[config.mk]
export PLATFORM = sky130hd
export DESIGN_NAME = coreTop
export DESIGN_NICKNAME = d
export VERILOG_FILES = /design/src/common/corePkg.sv /design/src/ctrl/pipeCtrl.sv /design/src/hw/regBank.sv /design/src/hw/aluUnit.sv /design/src/hw/dataMem.sv /design/src/hw/coreTop.sv
export VERILOG_INCLUDE_DIRS = /design/src /design/src/common
export SDC_FILE = /design/constraint.sdc
export NUM_CORES = 2
export LEC_CHECK = 0
export ABC_CLOCK_PERIOD_IN_PS = 15200
export BUFFER_PORTS_ARGS = -buffer_cell sky130_fd_sc_hd__buf_2
export CAP_MARGIN = 40
export CORE_MARGIN = 4
export CORE_UTILIZATION = 25
export DETAILED_ROUTE_END_ITERATION = 16
export MAX_ROUTING_LAYER = met4
export PLACE_DENSITY = 0.41
export SYNTH_ARGS = -nofsm -noshare
export SYNTH_HDL_FRONTEND = slang
export SYNTH_SLANG_ARGS = --single-unit
[constraint.sdc]
create_clock -name gclk -period 15.2 [get_ports gclk]
set_clock_uncertainty 0.2 [all_clocks]
set_input_delay 4.56 -clock gclk [delete_from_list [all_inputs] [get_ports gclk]]
set_output_delay 4.56 -clock gclk [all_outputs]
set_load 0.01 [all_outputs]
[src/common/coreCfg.svh]
`ifndef CORE_CFG_SVH
`define CORE_CFG_SVH

// Datapath and register width
`define DATA_W 32

// Architectural registers, r0 reads as zero
`define REG_N 32

// Data memory size in words
`define MEM_DEPTH 64

`endif

[src/common/corePkg.sv]
`include "coreCfg.svh"

package corePkg;

  typedef logic [$clog2(`REG_N)-1:0] regIdxT;

  // Major opcodes, octal as in the soft core encoding
  typedef enum logic [5:0] {
    opAdd  = 6'o00,
    opAddi = 6'o10,
    opOr   = 6'o40,
    opAnd  = 6'o41,
    opXor  = 6'o42,
    opSrl  = 6'o44,
    opMov  = 6'o45,
    opOri  = 6'o50,
    opAndi = 6'o51,
    opXori = 6'o52,
    opLw   = 6'o62,
    opSw   = 6'o66,
    opLwi  = 6'o72,
    opSwi  = 6'o76
  } opcodeT;

  // Operand source, selImm only valid for operand B
  typedef enum logic [1:0] {
    selReg = 2'd0,
    selFwd = 2'd1,
    selRam = 2'd2,
    selImm = 2'd3
  } srcSelT;

  typedef enum logic [2:0] {
    aluAdd   = 3'd0,
    aluLog   = 3'd1,
    aluShift = 3'd2,
    aluMov   = 3'd3
  } aluSelT;

  typedef enum logic [1:0] {
    dstAlu  = 2'd0,
    dstRam  = 2'd1,
    dstNone = 2'd2
  } dstSelT;

  // Instruction word, imm16 is {rb, alt}
  typedef struct packed {
    opcodeT      opc;
    regIdxT      rd;
    regIdxT      ra;
    regIdxT      rb;
    logic [10:0] alt;
  } instrT;

  // Execute stage controls
  typedef struct packed {
    srcSelT             mxSrc;
    srcSelT             mxTgt;
    aluSelT             mxAlu;
    logic [1:0]         logFn;  // 0 OR, 1 AND, 2 XOR
    logic [`DATA_W-1:0] imm;    // Already sign extended
    logic               memRd;
    logic               memWr;
  } xCtrlT;

  typedef struct packed {
    logic               valid;
    regIdxT             rw;
    logic [`DATA_W-1:0] data;
  } wbT;

endpackage

[src/ctrl/pipeCtrl.sv]
`include "coreCfg.svh"

module pipeCtrl import corePkg::*; (
  input  logic   gclk,
  input  logic   grst,
  input  logic   step,
  input  instrT  iword,
  output regIdxT raAddr,
  output regIdxT rbAddr,
  output xCtrlT  xCtrl,
  output dstSelT rMxDst,
  output regIdxT rRw,
  output logic   rRwValid,
  output logic   memLoad,
  output logic   memAccess
);

  logic        isLoad;
  logic        isStore;
  aluSelT      dMxAlu;
  dstSelT      dMxDst;
  srcSelT      dMxSrc;
  srcSelT      dMxTgt;
  logic        dRwValid;
  logic [15:0] imm16;
  xCtrlT       dCtrl;

  // Execute stage destination
  dstSelT      xMxDst;
  regIdxT      xRw;
  logic        xRwValid;

  logic        aFwdRam;
  logic        aFwdAlu;
  logic        bFwdRam;
  logic        bFwdAlu;

  // Opcode class decode
  always_comb begin
    dMxAlu  = aluAdd;
    dMxDst  = dstNone;
    isLoad  = 1'b0;
    isStore = 1'b0;
    case (iword.opc)
      opAdd, opAddi: dMxDst = dstAlu;
      opOr, opAnd, opXor, opOri, opAndi, opXori: begin
        dMxAlu = aluLog;
        dMxDst = dstAlu;
      end
      opSrl: begin
        dMxAlu = aluShift;
        dMxDst = dstAlu;
      end
      opMov: begin
        dMxAlu = aluMov;
        dMxDst = dstAlu;
      end
      opLw, opLwi: begin
        dMxDst = dstRam;
        isLoad = 1'b1;
      end
      opSw: begin
        dMxAlu  = aluMov;  // Address is ra alone
        isStore = 1'b1;
      end
      opSwi: isStore = 1'b1;  // Address is ra + imm
      default: dMxDst = dstNone;  // Unknown opcodes retire as NOP
    endcase
  end

  // Stores read their data register rd through port B. The bank is read at
  // decode, so rd has to be produced at least two instructions earlier
  assign raAddr = iword.ra;
  assign rbAddr = isStore ? iword.rd : iword.rb;

  // Hazard against the instruction now in execute
  assign aFwdRam = xRwValid && (xRw == iword.ra) && (xMxDst == dstRam);
  assign aFwdAlu = xRwValid && (xRw == iword.ra) && (xMxDst == dstAlu);
  assign bFwdRam = xRwValid && (xRw == iword.rb) && (xMxDst == dstRam);
  assign bFwdAlu = xRwValid && (xRw == iword.rb) && (xMxDst == dstAlu);

  always_comb begin
    if (aFwdRam) begin
      dMxSrc = selRam;  // Load still in flight
    end else if (aFwdAlu) begin
      dMxSrc = selFwd;
    end else begin
      dMxSrc = selReg;
    end
    if (iword.opc[3]) begin
      dMxTgt = selImm;
    end else if (bFwdRam) begin
      dMxTgt = selRam;
    end else if (bFwdAlu) begin
      dMxTgt = selFwd;
    end else begin
      dMxTgt = selReg;
    end
  end

  assign imm16    = {iword.rb, iword.alt};
  assign dRwValid = (dMxDst != dstNone) && (iword.rd != '0);  // r0 writes dropped

  always_comb begin
    dCtrl.mxSrc = dMxSrc;
    dCtrl.mxTgt = dMxTgt;
    dCtrl.mxAlu = dMxAlu;
    dCtrl.logFn = iword.opc[1:0];
    dCtrl.imm   = {{(`DATA_W-16){imm16[15]}}, imm16};
    dCtrl.memRd = isLoad;
    dCtrl.memWr = isStore;
  end

  // Decode to execute, execute to writeback
  always_ff @(posedge gclk) begin
    if (grst) begin
      xCtrl    <= '0;
      xMxDst   <= dstNone;
      xRw      <= '0;
      xRwValid <= 1'b0;
      rMxDst   <= dstNone;
      rRw      <= '0;
      rRwValid <= 1'b0;
    end else if (step) begin
      xCtrl    <= dCtrl;
      xMxDst   <= dMxDst;
      xRw      <= iword.rd;
      xRwValid <= dRwValid;
      rMxDst   <= xMxDst;
      rRw      <= xRw;
      rRwValid <= xRwValid;
    end
  end

  // Class of the instruction last taken in or NOP after reset
  assign memLoad   = xCtrl.memRd;
  assign memAccess = xCtrl.memRd | xCtrl.memWr;

  aWbNotR0: assert property (@(posedge gclk) disable iff (grst)
    rRwValid |-> rRw != '0);

  // A store in execute never selects the RAM destination
  aStoreNoDst: assert property (@(posedge gclk) disable iff (grst)
    xCtrl.memWr |-> xMxDst != dstRam);

endmodule

[src/hw/regBank.sv]
`include "coreCfg.svh"

module regBank import corePkg::*; (
  input  logic               gclk,
  input  logic               grst,
  input  logic               step,
  input  regIdxT             raAddr,
  input  regIdxT             rbAddr,
  input  wbT                 wb,
  output logic [`DATA_W-1:0] raData,
  output logic [`DATA_W-1:0] rbData
);

  logic [`DATA_W-1:0] regs [`REG_N];

  // Read with write-through from the retiring result
  function automatic logic [`DATA_W-1:0] readPort(input regIdxT addr);
    if (addr == '0) begin
      return '0;
    end else if (wb.valid && (wb.rw == addr)) begin
      return wb.data;
    end
    return regs[addr];
  endfunction

  always_ff @(posedge gclk) begin
    if (step) begin
      if (wb.valid) begin
        regs[wb.rw] <= wb.data;
      end
      raData <= readPort(raAddr);  // Aligned with execute
      rbData <= readPort(rbAddr);
    end
  end

  aNoR0Write: assert property (@(posedge gclk) disable iff (grst)
    step && wb.valid |-> wb.rw != '0);

endmodule

[src/hw/aluUnit.sv]
`include "coreCfg.svh"

module aluUnit import corePkg::*; (
  input  logic               gclk,
  input  logic               grst,
  input  logic               step,
  input  xCtrlT              xCtrl,
  input  logic [`DATA_W-1:0] raData,
  input  logic [`DATA_W-1:0] rbData,
  input  logic [`DATA_W-1:0] ramData,
  output logic [`DATA_W-1:0] aluRes,
  output logic [`DATA_W-1:0] fwdData
);

  logic [`DATA_W-1:0] opA;
  logic [`DATA_W-1:0] opB;
  logic [`DATA_W-1:0] logRes;

  // Operand muxes
  always_comb begin
    case (xCtrl.mxSrc)
      selFwd:  opA = fwdData;
      selRam:  opA = ramData;
      default: opA = raData;
    endcase
    case (xCtrl.mxTgt)
      selFwd:  opB = fwdData;
      selRam:  opB = ramData;
      selImm:  opB = xCtrl.imm;
      default: opB = rbData;
    endcase
  end

  always_comb begin
    case (xCtrl.logFn)
      2'd0:    logRes = opA | opB;
      2'd1:    logRes = opA & opB;
      default: logRes = opA ^ opB;
    endcase
  end

  always_comb begin
    case (xCtrl.mxAlu)
      aluLog:   aluRes = logRes;
      aluShift: aluRes = {1'b0, opA[`DATA_W-1:1]};  // Logical shift by one
      aluMov:   aluRes = opA;
      default:  aluRes = opA + opB;  // Also load and store address
    endcase
  end

  // Result register, feeds writeback and execute forwarding
  always_ff @(posedge gclk) begin
    if (grst) begin
      fwdData <= '0;
    end else if (step) begin
      fwdData <= aluRes;
    end
  end

endmodule

[src/hw/dataMem.sv]
`include "coreCfg.svh"

module dataMem (
  input  logic               gclk,
  input  logic               grst,
  input  logic               step,
  input  logic [`DATA_W-1:0] addr,
  input  logic [`DATA_W-1:0] wdata,
  input  logic               memRd,
  input  logic               memWr,
  output logic [`DATA_W-1:0] ramData
);

  localparam int AW = $clog2(`MEM_DEPTH);

  logic [`DATA_W-1:0] mem [`MEM_DEPTH];
  logic [AW-1:0]      wordAddr;

  assign wordAddr = addr[AW+1:2];  // Byte address to word index

  always_ff @(posedge gclk) begin
    if (step) begin
      if (memWr) begin
        mem[wordAddr] <= wdata;
      end
      if (memRd) begin
        ramData <= mem[wordAddr];  // Held until the next load
      end
    end
  end

  aAddrInRange: assert property (@(posedge gclk) disable iff (grst)
    step && (memRd || memWr) |-> addr[`DATA_W-1:2] < `MEM_DEPTH);

endmodule

[src/hw/coreTop.sv]
`include "coreCfg.svh"

module coreTop import corePkg::*; (
  input  logic  gclk,
  input  logic  grst,
  input  logic  step,
  input  instrT iword,
  output wbT    wb,
  output logic  memLoad,
  output logic  memAccess
);

  regIdxT             raAddr;
  regIdxT             rbAddr;
  regIdxT             rRw;
  logic               rRwValid;
  xCtrlT              xCtrl;
  dstSelT             rMxDst;
  logic [`DATA_W-1:0] raData;
  logic [`DATA_W-1:0] rbData;
  logic [`DATA_W-1:0] aluRes;
  logic [`DATA_W-1:0] fwdData;
  logic [`DATA_W-1:0] ramData;

  pipeCtrl uCtrl (
    .gclk      (gclk),
    .grst      (grst),
    .step      (step),
    .iword     (iword),
    .raAddr    (raAddr),
    .rbAddr    (rbAddr),
    .xCtrl     (xCtrl),
    .rMxDst    (rMxDst),
    .rRw       (rRw),
    .rRwValid  (rRwValid),
    .memLoad   (memLoad),
    .memAccess (memAccess)
  );

  regBank uRegs (
    .gclk   (gclk),
    .grst   (grst),
    .step   (step),
    .raAddr (raAddr),
    .rbAddr (rbAddr),
    .wb     (wb),
    .raData (raData),
    .rbData (rbData)
  );

  aluUnit uAlu (
    .gclk    (gclk),
    .grst    (grst),
    .step    (step),
    .xCtrl   (xCtrl),
    .raData  (raData),
    .rbData  (rbData),
    .ramData (ramData),
    .aluRes  (aluRes),
    .fwdData (fwdData)
  );

  dataMem uMem (
    .gclk    (gclk),
    .grst    (grst),
    .step    (step),
    .addr    (aluRes),
    .wdata   (rbData),  // Store data register read through port B
    .memRd   (xCtrl.memRd),
    .memWr   (xCtrl.memWr),
    .ramData (ramData)
  );

  // Writeback mux
  assign wb.valid = rRwValid;
  assign wb.rw    = rRw;
  assign wb.data  = (rMxDst == dstRam) ? ramData : fwdData;

endmodule

Word-level counts from Yosys, hierarchy flattened. Memories as Yosys holds them, arrays and structs flattened. A register that Yosys moved wholly into a read port is not among the register bits. Cells that the tools add are included.

Register bits after elaboration: 139. Memories kept: 2. Logic and storage cells: 106. RAM bits: 3072. Bits of input ports: 35.

Equal/unequal tests: 29. Bitwise gates (word level): 4. Add/subtract/negate cells: 1. Reduce and logical (&&, ||, !) cells: 21. Muxes and demuxes: 33.

Memories: uMem.mem (words 64, bits a word 32, rd ports 1, clocked after memory_dff 1, write ports 1, RTL line dataMem.sv:16) `` logic [`DATA_W-1:0] mem [`MEM_DEPTH]; ``; uRegs.regs (words 32, bits a word 32, rd ports 2, clocked after memory_dff 0, write ports 1, RTL line regBank.sv:14) `` logic [`DATA_W-1:0] regs [`REG_N]; ``.

Operators by type and width (count): $mux W32 (7); $pmux W32 S3 (2); $pmux W32 S2 (2); $eq A6 B6 Y1 const B (12); $add A32 B32 Y32 (1); $and A32 B32 Y32 (1); $or A32 B32 Y32 (1); $xor A32 B32 Y32 (1); $eq A5 B5 Y1 (4); $mux W1 (16); $eq A2 B1 Y1 const B (5); $logic_not A5 Y1 (2); $reduce_or A10 Y1 (1); $logic_and A1 B1 Y1 (9); $eq A2 B2 Y1 const B (3); $eq A3 B2 Y1 const B (2); $eq A6 B4 Y1 const B (1); $logic_not A6 Y1 (1); $mux W2 (3); $pmux W2 S3 (1); $reduce_or A2 Y1 (3); $reduce_or A6 Y1 (1); $mux W5 (1); $reduce_bool A5 Y1 (1); other kinds (6) (7).

Logic depth before layout (Yosys ltp).
Depth in word-level cells: 10. Mapped depth: 22. Mapped depth without buffers: 15.

By module. From an unflattened synthesis, not the netlist that was laid out.

Cell total of the unflattened synthesis: 8194. Area total of the unflattened synthesis: 138611.7 um^2.

By module, submodules not included: dataMem (area each 78960.7 um^2, instances 1, cells each 4450, seq. area each 62459.9 um^2); regBank (area each 50318.3 um^2, instances 1, cells each 2565, seq. area each 32671.3 um^2); aluUnit (area each 6800.3 um^2, instances 1, cells each 936, seq. area each 640.6 um^2); pipeCtrl (area each 1966.9 um^2, instances 1, cells each 205, seq. area each 840.8 um^2); coreTop (area each 565.5 um^2, instances 1, cells each 38, seq. area each 0.0 um^2).

Least setup slack after synthesis. Ideal clock, no wire load.

Path kind: input port to flip-flop. Start point: input port iword[16] in the netlist's numbering. End point: register uRegs.raData[10] (data pin). Data arrival time: 7155 ps. Path slack: 7574 ps. Path buffers: 4. Data required time: 14728 ps. Stages on the path: 8. Cell sequence: clkbuf_1 -> clkbuf_1 -> buf_1 -> buf_2 -> mux4_2 -> mux4_2 -> a211oi_1 -> a211oi_1.

Longest elaborated chain between the ends: 6. Elaborated cells between the ends (all ways): 9. Classes of those cells: eq/ne (1); mux (5); reduce/logical (2); memory (1).

RTL lines: from (decl) (RTL line coreTop.sv:7) `input instrT iword,`; $eq A5 B5 Y1 (RTL line regBank.sv:20) `end else if (wb.valid && (wb.rw == addr)) begin`; $logic_and A1 B1 Y1 (RTL line regBank.sv:20); $mux W1 (RTL line regBank.sv:20); $mux W1 (RTL line regBank.sv:18) `if (addr == '0) begin`; $mux W1 (RTL line regBank.sv:27) `if (step) begin`; $mux W32 * (RTL line regBank.sv:23) `return regs[addr];`; to (signal assigned) (RTL line regBank.sv:31) `raData <= readPort(raAddr);`; to (decl) (RTL line regBank.sv:10) `` output logic [`DATA_W-1:0] raData, ``.

Every way passes the cells marked *; elsewhere a longest branch is shown, timed or not. The select of a mux whose other input is x is not followed. A chain may end at the register's enable or synchronous reset.

Worst setup path after layout.
Start point: input port iword[26] in the netlist's numbering. End point: register uRegs.rbData[18] (data pin).

Longest elaborated chain between the ends: 10. Elaborated cells between the ends (all ways): 14. Classes of those cells: eq/ne (3); mux (7); reduce/logical (3); memory (1).

RTL lines: $eq A6 B6 Y1 (RTL line pipeCtrl.sv:44) `case (iword.opc)`; $reduce_or A2 Y1 (no line) *; $mux W1 * (RTL line pipeCtrl.sv:44); $mux W5 * (RTL line pipeCtrl.sv:74) `assign rbAddr = isStore ? iword.rd : iword.rb;`; $eq A5 B5 Y1 (RTL line regBank.sv:20); $logic_and A1 B1 Y1 (RTL line regBank.sv:20); $mux W1 (RTL line regBank.sv:20); $mux W1 (RTL line regBank.sv:18); $mux W1 (RTL line regBank.sv:27); $mux W32 * (RTL line regBank.sv:23); to (signal assigned) (RTL line regBank.sv:32) `rbData <= readPort(rbAddr);`; to (decl) (RTL line regBank.sv:11) `` output logic [`DATA_W-1:0] rbData ``.

Marks and branches as above.

==> summary.txt <==
setup_tns -> 0 ps
fin crit period -> 8970 ps
Achievable Freq -> 0.112 GHz
Starting Density -> 25.1%
library cells used by synthesis -> 71
total gr overflow -> 0
Post-Route WL -> 470000 µm
slowest stage delay, CP -> 890 ps
worst hold path type -> reg -> reg
Final Cycle Share -> 59.0%
RD Place Congestion -> 0.808
Routed WL per cell -> 31.0 µm
Final Hold Vio Count -> 0
Pre-antenna DRT Iters -> 6
HP Start -> uCtrl.xCtrl[15]$_SDFFE_PP0P_
hold_buf cts -> 0
Via Count -> 75500
CTS tree -> built
final layout net count -> 7650
headroom to the max-slew limit -> 31.2%
Post-synth EDFFs -> 3168
MaxCap Viol Count -> 0
first-pass GRT wire length -> 647000 µm
XOR/XNOR share of the synthesized area -> 0.269%
type of origin of the critical path -> primary input
synthesis-to-finish area growth -> 17.7%
combinational family with the most area after synthesis -> multiplexers
Design Power -> 23400 µW
drt first-iter violations -> 7427
Peak VDD IR -> 0.000122 V
crit end category -> flop
die area -> 558000 µm²
Setup-failing EPs final -> 0
Synth top area share -> 69.7%
fin area -> 161000 µm²
Synth Instances -> 7229
ordered list of cells on the worst path -> buf_2, and3b_1, nand3_2, mux2_8, buf_4, buf_12, mux4_2, a2111oi_0, nand2_1, nand2_1, o22ai_1
largest net degree at the start of global routing -> 118
Worst path slowest cell -> mux2_8
CTS Buf Count -> 374
CP Buf/Inv Count -> 3
Critical Path Fanout Max -> 80
# rows -> 271
Syn Area/Cell -> 18.9 µm²
most frequent cells after synthesis -> edfxtp_1, mux4_2, nand2_1
Data required, critical path -> 15620 ps
number of setup buffers added after CTS -> 0
post-synthesis mux area share -> 17.9%
RSZ-0062 raised after global routing -> false
compound-gate portion of the synthesized area -> 5.12%
Detailed Place HPWL -> 271000 µm
post-synthesis simple-gate area fraction -> 3.47%
Die Width -> 747 µm
Mapped Area -> 137000 µm²
Avg Vias per Cell -> 4.99
core area -> 545000 µm²
yosys warns -> 0
crit path from -> iword[26]
root buffer cell -> clkbuf_16
PostCTS Resize Cnt -> 0
leading area contributor after synthesis -> edfxtp_1
Leak -> 0.0504 µW
asr flop ratio synth -> 0%
arrival time at the worst endpoint -> 9390 ps
Syn Nets -> 7331
H-tree Lvls -> 5
placed cell areas -> 149000 µm²
cell class contributing the biggest share of worst-path delay -> multiplexers
Hold Worst Slack -> 292 ps
port bufs -> 74
DRC -> 0
CTS sink count -> 3242
register area share after synthesis -> 70.8%
status -> completed
Worst-path clk slew -> 60 ps
adder-cell share of the synthesized area -> 0.620%
top cells by area, synth -> edfxtp_1, mux4_2, mux2i_1
IO Count -> 75
vias in the first global route -> 76900
Main synth FF type -> edfxtp_1
Clock Latency Late Sink -> 980 ps
Chip Height -> 747 µm
worst setup path class -> in -> reg
actual slew at the worst max-slew pin -> 1030 ps
Seq cells post-synth -> 3242
PD cells -> 146 nW/µm²
most common cell in the netlist -> edfxtp_1
post-route ant nets -> 0
initial antenna violation count -> 26
Tot GR Track Use -> 16.8%
layout cells sized above 1 -> 26.8%
Max Root-Sink Buffers -> 4
final worst slack -> 6230 ps
reg-to-reg startpoint -> uCtrl.xCtrl[41]$_SDFFE_PP0P_
pre-CTS WS -> 5150 ps
fin. max-slew vios -> 0
Critical Path Most Common Cell -> nand2_1
-- report_power, final --
group          internal, µW  total (µW)  leakage [µW]  switching (µW)
Sequential            10100       10100        0.0293            53.1
Clock                  5020        8760       0.00571            3730
Combinational          1600        4510        0.0153            2910
-- layer usage --
layer	vias to the layer above	global-route usage [%]	part of all wire (%)	routed length, µm
met5	-	-	0	0
met2	2402	27.5	49	229000
li1	30800	-	-	-
met1	41600	21.9	43	201000
met3	653	2.59	5.5	25800
met4	0	4.38	3.0	13900
-- flip-flops by register name (all words and copies together), names as in the netlist --
register	flops
uRegs.raData	32
uMem.ramData	32
uCtrl.rRw	5
uCtrl.memLoad	1
uCtrl.xRwValid	1
uMem.mem	2048
uRegs.rbData	32
uCtrl.rMxDst	2
uAlu.fwdData	32
uCtrl.rRwValid	1
uCtrl.xRw	5
uRegs.regs	1024
uCtrl.xCtrl	25
uCtrl.xMxDst	2
-- metrics by stage --
stage               utilization, %  std cells
floorplan                        -       7229
finish                        29.5      15100
detailed placement            27.3      14400
global placement              27.0      14300
CTS                           29.4      15100
global route                  29.5      15100
-- kinds of logic (layout without fill, tap and decap cells) --
family          Yosys count  after routing
flops                  3242           3242
mux                    1201           1201
simple gates           1049           1049
compound gates         1006           1006
buf+inv                 622           1247
fa+ha+maj                67             67
xor+xnor                 42             42
other cells               0             47
-- placed cells by master, fill, tap and decap left out, types with 67 or more instances in the layout --
cell / count
mux2i_1: 191
nor2_4: 109
a22oi_1: 248
a211oi_1: 185
nand2_1: 429
o21ai_0: 133
clkinv_1: 83
dfxtp_1: 69
inv_1: 124
clkbuf_1: 84
clkinv_2: 67
nor2_1: 144
a21oi_1: 158
mux4_2: 983
edfxtp_1: 3168
clkbuf_16: 378
buf_2: 68
buf_4: 295
nand3_1: 121
-- worst paths after layout --
kind | to | slack [ps] | depth (start not counted)
max | uRegs.rbData[18]$_DFFE_PP_ | 6230 | 11
min | uCtrl.xCtrl[15]$_SDFFE_PP0P_ | 290 | 2
max reg2reg | uMem.ramData[4]$_DFFE_PP_ | 6890 | 18
min reg2reg | uCtrl.xCtrl[15]$_SDFFE_PP0P_ | 290 | 2
-- worst register-to-register path, stage by stage, from the launching register on --
cell and delay (ps):
dfxtp_1 360, inv_1 60, ha_2 400, buf_4 290
buf_4 300, nand2_1 140, o21ai_0 170, ha_1 330
fa_1 510, a211oi_2 350, nor2_1 160, nor2_1 110
mux4_4 830, buf_4 570, buf_12 530, mux4_2 690
a22oi_1 500, nand3_1 790, or3_1 710
-- layout make-up --
| type | count | area (µm²) |
|---|---|---|
| Clock inverter | 217 | 1900 |
| Multi-Input combinational cell | 3365 | 38300 |
| Tap cell | 7234 | 9050 |
| Inverter | 128 | 480 |
| Antenna cell | 47 | 118 |
| Timing Repair Buffer | 437 | 4310 |
| Sequential cell | 3242 | 96600 |
| Clock buffer | 465 | 9820 |
| Fill cell | 53400 | 384000 |
No activity file was read; power rests on OpenSTA's default activity.
